===== config.mk =====
export PLATFORM = sky130hd
export DESIGN_NAME = conv_ctrl_top
export DESIGN_NICKNAME = d
export VERILOG_FILES = /design/src/verilog/conv_pkg.sv /design/src/verilog/conv_ctrl_top.sv /design/src/verilog/block_engine.sv /design/src/verilog/block_job_queue.sv /design/src/verilog/conv_loop_seq.sv
export SDC_FILE = /design/constraint.sdc
export NUM_CORES = 2
export LEC_CHECK = 0
export BUFFER_PORTS_ARGS = -buffer_cell sky130_fd_sc_hd__buf_4
export CORE_MARGIN = 5
export CORE_UTILIZATION = 25
export DETAILED_ROUTE_END_ITERATION = 8
export HOLD_SLACK_MARGIN = 0.12
export PLACE_DENSITY = 0.5
export SETUP_SLACK_MARGIN = 0.4
export SLEW_MARGIN = 10
export SYNTH_ARGS = -nofsm -noshare
export SYNTH_HDL_FRONTEND = slang
export SYNTH_SLANG_ARGS = --single-unit

===== constraint.sdc =====
create_clock -name clk -period 22.8 [get_ports clk]
set_input_delay 1.14 -clock clk [delete_from_list [all_inputs] [get_ports clk]]
set_output_delay 1.14 -clock clk [all_outputs]
set_load 0.005 [all_outputs]

===== src/verilog/conv_pkg.sv =====
`default_nettype none

package conv_pkg;

    localparam int n_pe   = 4;              // PE rows and lanes per block
    localparam int row_w  = $clog2(n_pe);
    localparam int addr_w = 16;

    typedef logic [15:0]     dim_t;
    typedef logic [n_pe-1:0] lane_mask_t;

    typedef struct packed {
        dim_t data_wid;
        dim_t data_hei;
        dim_t data_ch;
        dim_t filter_num;
        dim_t filter_wid;
        dim_t filter_hei;
    } conv_cfg_t;

    typedef struct packed {
        logic [7:0] fb;
        logic [7:0] cb;
        lane_mask_t f_mask;                 // filter rows in use
        lane_mask_t c_mask;                 // channel lanes in use
        logic       last_cb;
        logic       last;
    } block_job_t;

    typedef struct packed {
        lane_mask_t        en_mask;
        logic              is_bias;
        logic [addr_w-1:0] addr;
    } buf_rd_t;

    typedef struct packed {
        lane_mask_t        en_mask;
        logic [addr_w-1:0] addr;
    } buf_wr_t;

    typedef struct packed {
        logic [row_w-1:0] shift_filter_row;
        lane_mask_t       shift_filter;
        lane_mask_t       shift_bias;       // one bit per row
        lane_mask_t       shift_line;
        lane_mask_t       mac_enable;
    } pea_ctrl_t;

    // number of n_pe wide blocks, rounded up
    function automatic logic [7:0] blocks_of(input dim_t n);
        return 8'((32'(n) + n_pe - 1) / n_pe);
    endfunction

    // lanes used by the last block, all set when n fills it
    function automatic lane_mask_t edge_mask(input dim_t n);
        lane_mask_t m;
        int         rem;
        rem = int'(n) % n_pe;
        for (int i = 0; i < n_pe; i++) begin
            m[i] = (rem == 0) || (i < rem);
        end
        return m;
    endfunction

endpackage

`default_nettype wire

===== src/verilog/conv_ctrl_top.sv =====
`timescale 1ns/1ns
`default_nettype none

module conv_ctrl_top import conv_pkg::*; #(
    parameter int pipe_lat  = 5,    // MAC to write-back
    parameter int job_depth = 4
) (
    input  logic      clk,
    input  logic      rst,
    input  conv_cfg_t cfg,
    input  logic      start,
    output buf_rd_t   buf_rd,
    output buf_wr_t   buf_wr,
    output pea_ctrl_t pea,
    output logic      done
);

    // sequencer to queue
    logic       job_req;
    block_job_t job_in;
    logic       job_ack;

    // queue to engine
    logic       head_req;
    block_job_t head;
    logic       head_ack;

    conv_loop_seq conv_loop_seq_inst (
        .clk     (clk),
        .rst     (rst),
        .cfg     (cfg),
        .start   (start),
        .job_req (job_req),
        .job_in  (job_in),
        .job_ack (job_ack)
    );

    block_job_queue #(
        .job_depth (job_depth)
    ) block_job_queue_inst (
        .clk      (clk),
        .rst      (rst),
        .job_req  (job_req),
        .job_in   (job_in),
        .job_ack  (job_ack),
        .head_req (head_req),
        .head     (head),
        .head_ack (head_ack)
    );

    block_engine #(
        .pipe_lat (pipe_lat)
    ) block_engine_inst (
        .clk      (clk),
        .rst      (rst),
        .cfg      (cfg),
        .head_req (head_req),
        .head     (head),
        .head_ack (head_ack),
        .buf_rd   (buf_rd),
        .buf_wr   (buf_wr),
        .pea      (pea),
        .done     (done)
    );

endmodule

`default_nettype wire


===== src/verilog/block_engine.sv =====
`timescale 1ns/1ns
`default_nettype none

module block_engine import conv_pkg::*; #(
    parameter int pipe_lat = 5
) (
    input  logic       clk,
    input  logic       rst,
    input  conv_cfg_t  cfg,
    input  logic       head_req,
    input  block_job_t head,
    output logic       head_ack,
    output buf_rd_t    buf_rd,
    output buf_wr_t    buf_wr,
    output pea_ctrl_t  pea,
    output logic       done
);

    typedef logic [addr_w-1:0] addr_t;

    typedef enum logic [1:0] {
        e_idle,
        e_filt,     // filter push
        e_input     // input stream
    } eng_state_t;

    eng_state_t       state;
    block_job_t       job;
    logic [row_w-1:0] f_row;
    addr_t            kern_idx;
    addr_t            rd_idx;
    addr_t            mac_lat;
    addr_t            mac_idx;
    addr_t            wr_lat;
    addr_t            wr_idx;
    addr_t            slot;         // column slot for the write gate
    logic [row_w-1:0] sh_row;
    lane_mask_t       sh_filter;
    lane_mask_t       sh_bias;
    lane_mask_t       sh_line;

    addr_t filter_size;
    addr_t input_size;
    addr_t out_wid;
    addr_t out_hei;
    addr_t out_size;
    addr_t fill_lat;
    addr_t mac_cnt;
    addr_t wr_start;
    addr_t slot_last;
    addr_t chan_base;
    addr_t filt_end;
    addr_t row_num;
    logic  take;
    logic  row_last;
    logic  filt_rd;
    logic  bias_rd;
    logic  rd_on;
    logic  mac_on;
    logic  wr_on;

    //////////////////////////////////////////////////////////////////////
    // layer geometry, no padding and unit stride
    //////////////////////////////////////////////////////////////////////

    assign filter_size = cfg.filter_wid * cfg.filter_hei;
    assign input_size  = cfg.data_wid * cfg.data_hei;
    assign out_wid     = cfg.data_wid - cfg.filter_wid + 16'd1;
    assign out_hei     = cfg.data_hei - cfg.filter_hei + 16'd1;
    assign out_size    = out_wid * out_hei;
    assign fill_lat    = (cfg.filter_hei - 16'd1) * cfg.data_wid + cfg.filter_wid;
    assign mac_cnt     = input_size - fill_lat;
    assign wr_start    = fill_lat + addr_t'(pipe_lat);
    assign slot_last   = out_wid + cfg.filter_wid - 16'd2;
    assign chan_base   = input_size * addr_t'(blocks_of(cfg.data_ch));  // kernels follow inputs

    assign filt_end = filter_size + addr_t'(job.last_cb);   // last step is the idle cycle
    assign row_num  = addr_t'(job.fb) * addr_t'(n_pe) + addr_t'(f_row);
    // active rows are contiguous from row 0
    assign row_last = ((job.f_mask >> f_row) >> 1) == '0;

    assign take    = (state == e_idle) && head_req && !head_ack;
    assign filt_rd = (state == e_filt) && (kern_idx < filter_size);
    assign bias_rd = (state == e_filt) && (kern_idx == filter_size) && job.last_cb;
    assign rd_on   = (state == e_input) && (rd_idx < input_size);
    assign mac_on  = (state == e_input) && (mac_lat == fill_lat) && (mac_idx < mac_cnt);
    assign wr_on   = (state == e_input) && (wr_lat == wr_start) && (slot < out_wid)
                     && (wr_idx < out_size);

    always_ff @(posedge clk) begin
        if (take) begin
            job <= head;
        end
    end

    always_ff @(posedge clk, posedge rst) begin
        if (rst) begin
            state     <= e_idle;
            head_ack  <= 1'b0;
            done      <= 1'b0;
            f_row     <= '0;
            kern_idx  <= '0;
            rd_idx    <= '0;
            mac_lat   <= '0;
            mac_idx   <= '0;
            wr_lat    <= '0;
            wr_idx    <= '0;
            slot      <= '0;
            sh_row    <= '0;
            sh_filter <= '0;
            sh_bias   <= '0;
            sh_line   <= '0;
        end else begin
            done      <= 1'b0;
            // PE shifts trail their buffer reads by one cycle
            sh_row    <= filt_rd ? f_row : '0;
            sh_filter <= filt_rd ? job.c_mask : '0;
            sh_bias   <= bias_rd ? (lane_mask_t'(1'b1) << f_row) : '0;
            sh_line   <= rd_on ? job.c_mask : '0;
            if (head_ack && !head_req) begin
                head_ack <= 1'b0;
            end
            case (state)
                e_idle: begin
                    if (take) begin
                        head_ack <= 1'b1;
                        f_row    <= '0;
                        kern_idx <= '0;
                        state    <= e_filt;
                    end
                end
                e_filt: begin
                    if (kern_idx == filt_end) begin
                        kern_idx <= '0;
                        if (row_last) begin
                            rd_idx  <= '0;
                            mac_lat <= '0;
                            mac_idx <= '0;
                            wr_lat  <= '0;
                            wr_idx  <= '0;
                            slot    <= '0;
                            state   <= e_input;
                        end else begin
                            f_row <= f_row + 1'b1;
                        end
                    end else begin
                        kern_idx <= kern_idx + 1'b1;
                    end
                end
                e_input: begin
                    if (rd_on) begin
                        rd_idx <= rd_idx + 1'b1;
                    end
                    if (mac_lat != fill_lat) begin
                        mac_lat <= mac_lat + 1'b1;      // window fill
                    end else if (mac_on) begin
                        mac_idx <= mac_idx + 1'b1;
                    end
                    if (wr_lat != wr_start) begin
                        wr_lat <= wr_lat + 1'b1;
                    end else begin
                        slot <= (slot == slot_last) ? '0 : slot + 1'b1;
                        if (wr_on) begin
                            wr_idx <= wr_idx + 1'b1;
                            if (wr_idx == out_size - 16'd1) begin
                                state <= e_idle;
                                done  <= job.last;  // end of layer
                            end
                        end
                    end
                end
                default: state <= e_idle;
            endcase
        end
    end

    //////////////////////////////////////////////////////////////////////
    // buffer ports and PE strobes
    //////////////////////////////////////////////////////////////////////

    always_comb begin
        buf_rd = '0;
        if (filt_rd) begin
            buf_rd.en_mask = job.c_mask;
            buf_rd.addr    = chan_base + addr_t'(job.cb) * filter_size * cfg.filter_num
                             + filter_size * row_num + kern_idx;
        end else if (bias_rd) begin
            buf_rd.en_mask = job.c_mask;
            buf_rd.is_bias = 1'b1;
            buf_rd.addr    = row_num;
        end else if (rd_on) begin
            buf_rd.en_mask = job.c_mask;
            buf_rd.addr    = input_size * addr_t'(job.cb) + rd_idx;
        end
    end

    always_comb begin
        buf_wr = '0;
        if (wr_on) begin
            buf_wr.en_mask = job.f_mask;
            buf_wr.addr    = out_size * addr_t'(job.fb) + wr_idx;
        end
    end

    always_comb begin
        pea.shift_filter_row = sh_row;
        pea.shift_filter     = sh_filter;
        pea.shift_bias       = sh_bias;
        pea.shift_line       = sh_line;
        pea.mac_enable       = mac_on ? job.c_mask : '0;
    end

endmodule

`default_nettype wire


===== src/verilog/block_job_queue.sv =====
`timescale 1ns/1ns
`default_nettype none

module block_job_queue import conv_pkg::*; #(
    parameter int job_depth = 4
) (
    input  logic       clk,
    input  logic       rst,
    input  logic       job_req,
    input  block_job_t job_in,
    output logic       job_ack,
    output logic       head_req,
    output block_job_t head,
    input  logic       head_ack
);

    localparam int ptr_w = (job_depth > 1) ? $clog2(job_depth) : 1;
    localparam int cnt_w = $clog2(job_depth + 1);

    typedef enum logic [1:0] {
        q_idle,
        q_req,
        q_rel
    } out_state_t;

    block_job_t       mem [job_depth];
    logic [ptr_w-1:0] wr_ptr;
    logic [ptr_w-1:0] rd_ptr;
    logic [cnt_w-1:0] count;
    logic             full;
    logic             push;
    logic             pop;
    out_state_t       out_state;

    assign full = (count == cnt_w'(job_depth));
    assign push = job_req && !job_ack && !full;     // ack stays low while full
    assign pop  = (out_state == q_req) && head_ack;

    always_ff @(posedge clk) begin
        if (push) begin
            mem[wr_ptr] <= job_in;
        end
    end

    always_ff @(posedge clk, posedge rst) begin
        if (rst) begin
            job_ack   <= 1'b0;
            out_state <= q_idle;
            wr_ptr    <= '0;
            rd_ptr    <= '0;
            count     <= '0;
        end else begin
            // write side
            if (push) begin
                job_ack <= 1'b1;
                wr_ptr  <= (wr_ptr == ptr_w'(job_depth - 1)) ? '0 : wr_ptr + 1'b1;
            end else if (!job_req) begin
                job_ack <= 1'b0;
            end
            // read side
            case (out_state)
                q_idle:  if (count != '0) out_state <= q_req;
                q_req:   if (head_ack) out_state <= q_rel;
                q_rel:   if (!head_ack) out_state <= q_idle;
                default: out_state <= q_idle;
            endcase
            if (pop) begin
                rd_ptr <= (rd_ptr == ptr_w'(job_depth - 1)) ? '0 : rd_ptr + 1'b1;
            end
            if (push && !pop) begin
                count <= count + 1'b1;
            end else if (pop && !push) begin
                count <= count - 1'b1;
            end
        end
    end

    assign head_req = (out_state == q_req);
    assign head     = mem[rd_ptr];

endmodule

`default_nettype wire


===== src/verilog/conv_loop_seq.sv =====
`timescale 1ns/1ns
`default_nettype none

module conv_loop_seq import conv_pkg::*; (
    input  logic       clk,
    input  logic       rst,
    input  conv_cfg_t  cfg,
    input  logic       start,
    output logic       job_req,
    output block_job_t job_in,
    input  logic       job_ack
);

    typedef enum logic [1:0] {
        s_idle,
        s_req,     // req high, waiting for ack
        s_rel      // req low, waiting for ack to drop
    } seq_state_t;

    seq_state_t state;
    logic [7:0] fb;
    logic [7:0] cb;
    logic [7:0] fb_cnt;
    logic [7:0] cb_cnt;
    logic       fb_last;
    logic       cb_last;

    assign fb_cnt  = blocks_of(cfg.filter_num);
    assign cb_cnt  = blocks_of(cfg.data_ch);
    assign fb_last = (fb == fb_cnt - 8'd1);
    assign cb_last = (cb == cb_cnt - 8'd1);

    //////////////////////////////////////////////////////////////////////
    // block walk, filter blocks outer and channel blocks inner
    //////////////////////////////////////////////////////////////////////

    always_ff @(posedge clk, posedge rst) begin
        if (rst) begin
            state <= s_idle;
            fb    <= '0;
            cb    <= '0;
        end else begin
            case (state)
                s_idle: begin
                    if (start) begin
                        fb    <= '0;
                        cb    <= '0;
                        state <= s_req;
                    end
                end
                s_req: begin
                    if (job_ack) begin
                        state <= s_rel;
                    end
                end
                s_rel: begin
                    if (!job_ack) begin
                        if (fb_last && cb_last) begin
                            state <= s_idle;    // whole layer issued
                        end else begin
                            state <= s_req;
                            if (cb_last) begin
                                cb <= '0;
                                fb <= fb + 8'd1;
                            end else begin
                                cb <= cb + 8'd1;
                            end
                        end
                    end
                end
                default: state <= s_idle;
            endcase
        end
    end

    assign job_req = (state == s_req);

    // counters only move while req is low, so the job is stable under req
    always_comb begin
        job_in.fb      = fb;
        job_in.cb      = cb;
        job_in.f_mask  = fb_last ? edge_mask(cfg.filter_num) : '1;
        job_in.c_mask  = cb_last ? edge_mask(cfg.data_ch) : '1;
        job_in.last_cb = cb_last;
        job_in.last    = fb_last && cb_last;
    end

endmodule

`default_nettype wire


==> metrics.txt <==
die width 486.2 µm; WP data required 21,660 ps; Slew Limit Fails 0; drt wl/cell 18.81 µm; CTS hold repair buffers 0; Fin Clk Skew 13.24 ps; GR Overflow Total 0; die area 236,400 µm²; initial antenna violation count 13; flops & latches, synth 280; Routed WL 178,300 µm; reg2reg path depth 14; Synth Area in XOR/XNOR 8.963%; Initial Util 25.16%; most frequent cells in the layout inv_1 (1,251), fa_1 (819), nand2_1 (785); CORE AREA 225,300 µm²; Hold WC Path Type register to register; ys async rst share 57.14%; Critical Path Most Common Cell fa_1; dpl hpwl 141,700 µm; Post-Syn Area per Cell 8.859 µm²; Syn-to-layout area delta 10.32%; Final ANT Viol Nets 0; fmax 0.05307 GHz; H-tree levels 1; simple-gate share of the synthesized area 16.98%; GP Congestion 0.8739; clock-pin slew on the worst setup and hold paths 70 ps; Die Y 486.2 µm; register area share after synthesis 13.42%; synth unique cells 96; worst r2r src block_engine_inst.job[1]$_DFFE_PP_; # clock sinks 280; status completed; total number of vias 43,880; mapped cell area 56,690 µm²; Setup TNS 0 ps; worst slew pin tran 1252 ps; # IOs 159; data arrival time of the worst path 17,700 ps; via/cell ratio 4.629; Rows 174; layout cells sized above 1 6.004%; Setup-failing EPs final 0; combinational family with the most area after synthesis adder cells; Post-synth EDFFs 120; Post-CTS Resized 0; CP endpoint kind primary output; Final Hold Violating Endpoints 0; largest net degree at the start of global routing 68; post-synthesis adder-cell area fraction 41.79%; # DRC 0; slew margin rel. 15.96%; CTS tree yes; crit start category input port; worst-case clock buffer depth 3; CP Class input port to primary output; fill count 24,150; hold path depth 1; r2r endpoint block_engine_inst.wr_lat[6]$_DFFE_PP0P_; post-synthesis mux area share 1.267%; clk root buf clkbuf_16; HP Start block_job_queue_inst.out_state[1]$_DFFE_PP0P_; register area 7607 µm²; post-synthesis cell count 6,399; crit path max fanout 10; final net count 7,956; worst-skew pair later-pin latency 600 ps; reg2reg setup slack 17,670 ps; Max Cap Viol 0; vias in the first global route 45,870; Min-Delay Endpoint block_job_queue_inst.out_state[0]$_DFFE_PP0P_; Synth warnings 0; CTS Buf Count 30; Multi-input gate area 43,490 µm²; Final period util 82.65%; global-route wire length before repair 278,400 µm; RSZ-0062 raised after global routing false; Post-Syn Nets 7,900; PortBufs 152; Period minus WS final 18,840 ps; GRT Util Overall 14.99%; Post-CTS Setup Bufs 0; TritonRoute pass-1 iters 6; Main synth FF type dfrtp_1; number of DRC markers in iteration 0 2,881; Slowest-stage cell, CP mux2i_1; most common cell after layout, fill and taps aside inv_1; post-synthesis compound-gate area fraction 7.615%; CP peak stage delay 680 ps
[flip-flops by register name (all words and copies together) (netlist names), 8 cells and up]
register and cells:
block_engine_inst.mac_lat 16, conv_loop_seq_inst.cb 8, block_job_queue_inst.mem 96, block_engine_inst.job 24, block_engine_inst.kern_idx 16, block_engine_inst.wr_lat 16, block_engine_inst.wr_idx 16, conv_loop_seq_inst.fb 8
block_engine_inst.slot 16, block_engine_inst.mac_idx 16, block_engine_inst.rd_idx 16
[worst max-delay path by stage]
stage	startpoint	end	slack, ps	cells past startpoint
floorplan	cfg[2]	buf_rd[15]	6560	50
global placement	cfg[22]	buf_rd[15]	4200	50
detailed placement	cfg[22]	buf_rd[15]	4130	50
CTS	cfg[22]	buf_rd[15]	4010	50
global route	cfg[22]	buf_rd[15]	3430	50
finish	cfg[21]	buf_rd[15]	3960	50
[kinds of logic after synthesis]
group | count (synthesis)
and+or+nand+nor | 1993
buffers and inverters | 1498
adders and majority gates | 1402
AOI/OAI and AO/OA | 652
xor gates and xnor gates | 533
DFF | 280
muxes | 41
[worst max-delay path, delay by kind of cell]
family,cells,cell delay [ps]
AO/OA/AOI/OAI,1,630
multiplexers,1,680
AND/OR/NAND/NOR,5,1260
adder cells (fa/ha/maj),19,8990
buffers and inverters,10,1220
XOR/XNOR,14,3740
[final cells by class]
cell class,instances,area share (%)
sequential,280,12.16
multi-input combinational,4621,69.54
clock inverter,16,0.2521
clock buffer,40,1.358
antenna,9,0.03601
timing repair buffer,254,3.049
inverter,1268,7.619
tap,2992,5.986
[layer usage]
layer / track usage (%) / part of all wire, % / vias up
met2: 24.08 / 45 / 1249
met5: 0 / 0.033 / -
li1: - / - / 20220
met4: 2.674 / 2.0 / 10
met3: 1.981 / 6.0 / 193
met1: 21.74 / 47 / 22210
[metrics by stage]
step	cell area, µm²	utilization, %	std cells	hold WS, ps	setup WS [ps]
2_1_floorplan	56690	-	6399	437.9	6564
3_3_place_gp	61510	27.30	9415	465.9	4204
3_5_place_dp	61510	27.30	9415	468.2	4127
4_1_cts	62520	27.74	9471	490.2	4009
5_1_grt	62520	27.74	9471	506.3	3430
6_report	62540	27.75	9480	493.1	3956
[cell usage after synthesis, types with 29 or more instances]
library cell	count	area share, %
dfrtp_1	160	7.1
o21bai_1	29	0.38
ha_1	583	13
and2_1	314	3.5
nor2_1	331	2.2
nand2b_1	37	0.41
xnor2_1	390	6.0
nor2b_1	113	1.2
nand4_1	50	0.55
o21a_1	39	0.52
o31ai_1	36	0.48
o21ai_0	153	1.4
edfxtp_1	120	6.4
a21oi_1	160	1.4
nor4_1	39	0.43
nand3_1	74	0.65
clkbuf_1	205	1.4
a21o_1	61	0.81
nor3_1	72	0.64
fa_1	819	29
or3_1	38	0.42
and3_1	63	0.70
inv_1	1252	8.3
nand2_1	785	5.2
xor2_1	112	1.7
Power is left out: the tool's default activity adds up to more than one toggle a clock period on the data nets, which glitch-free logic cannot reach.
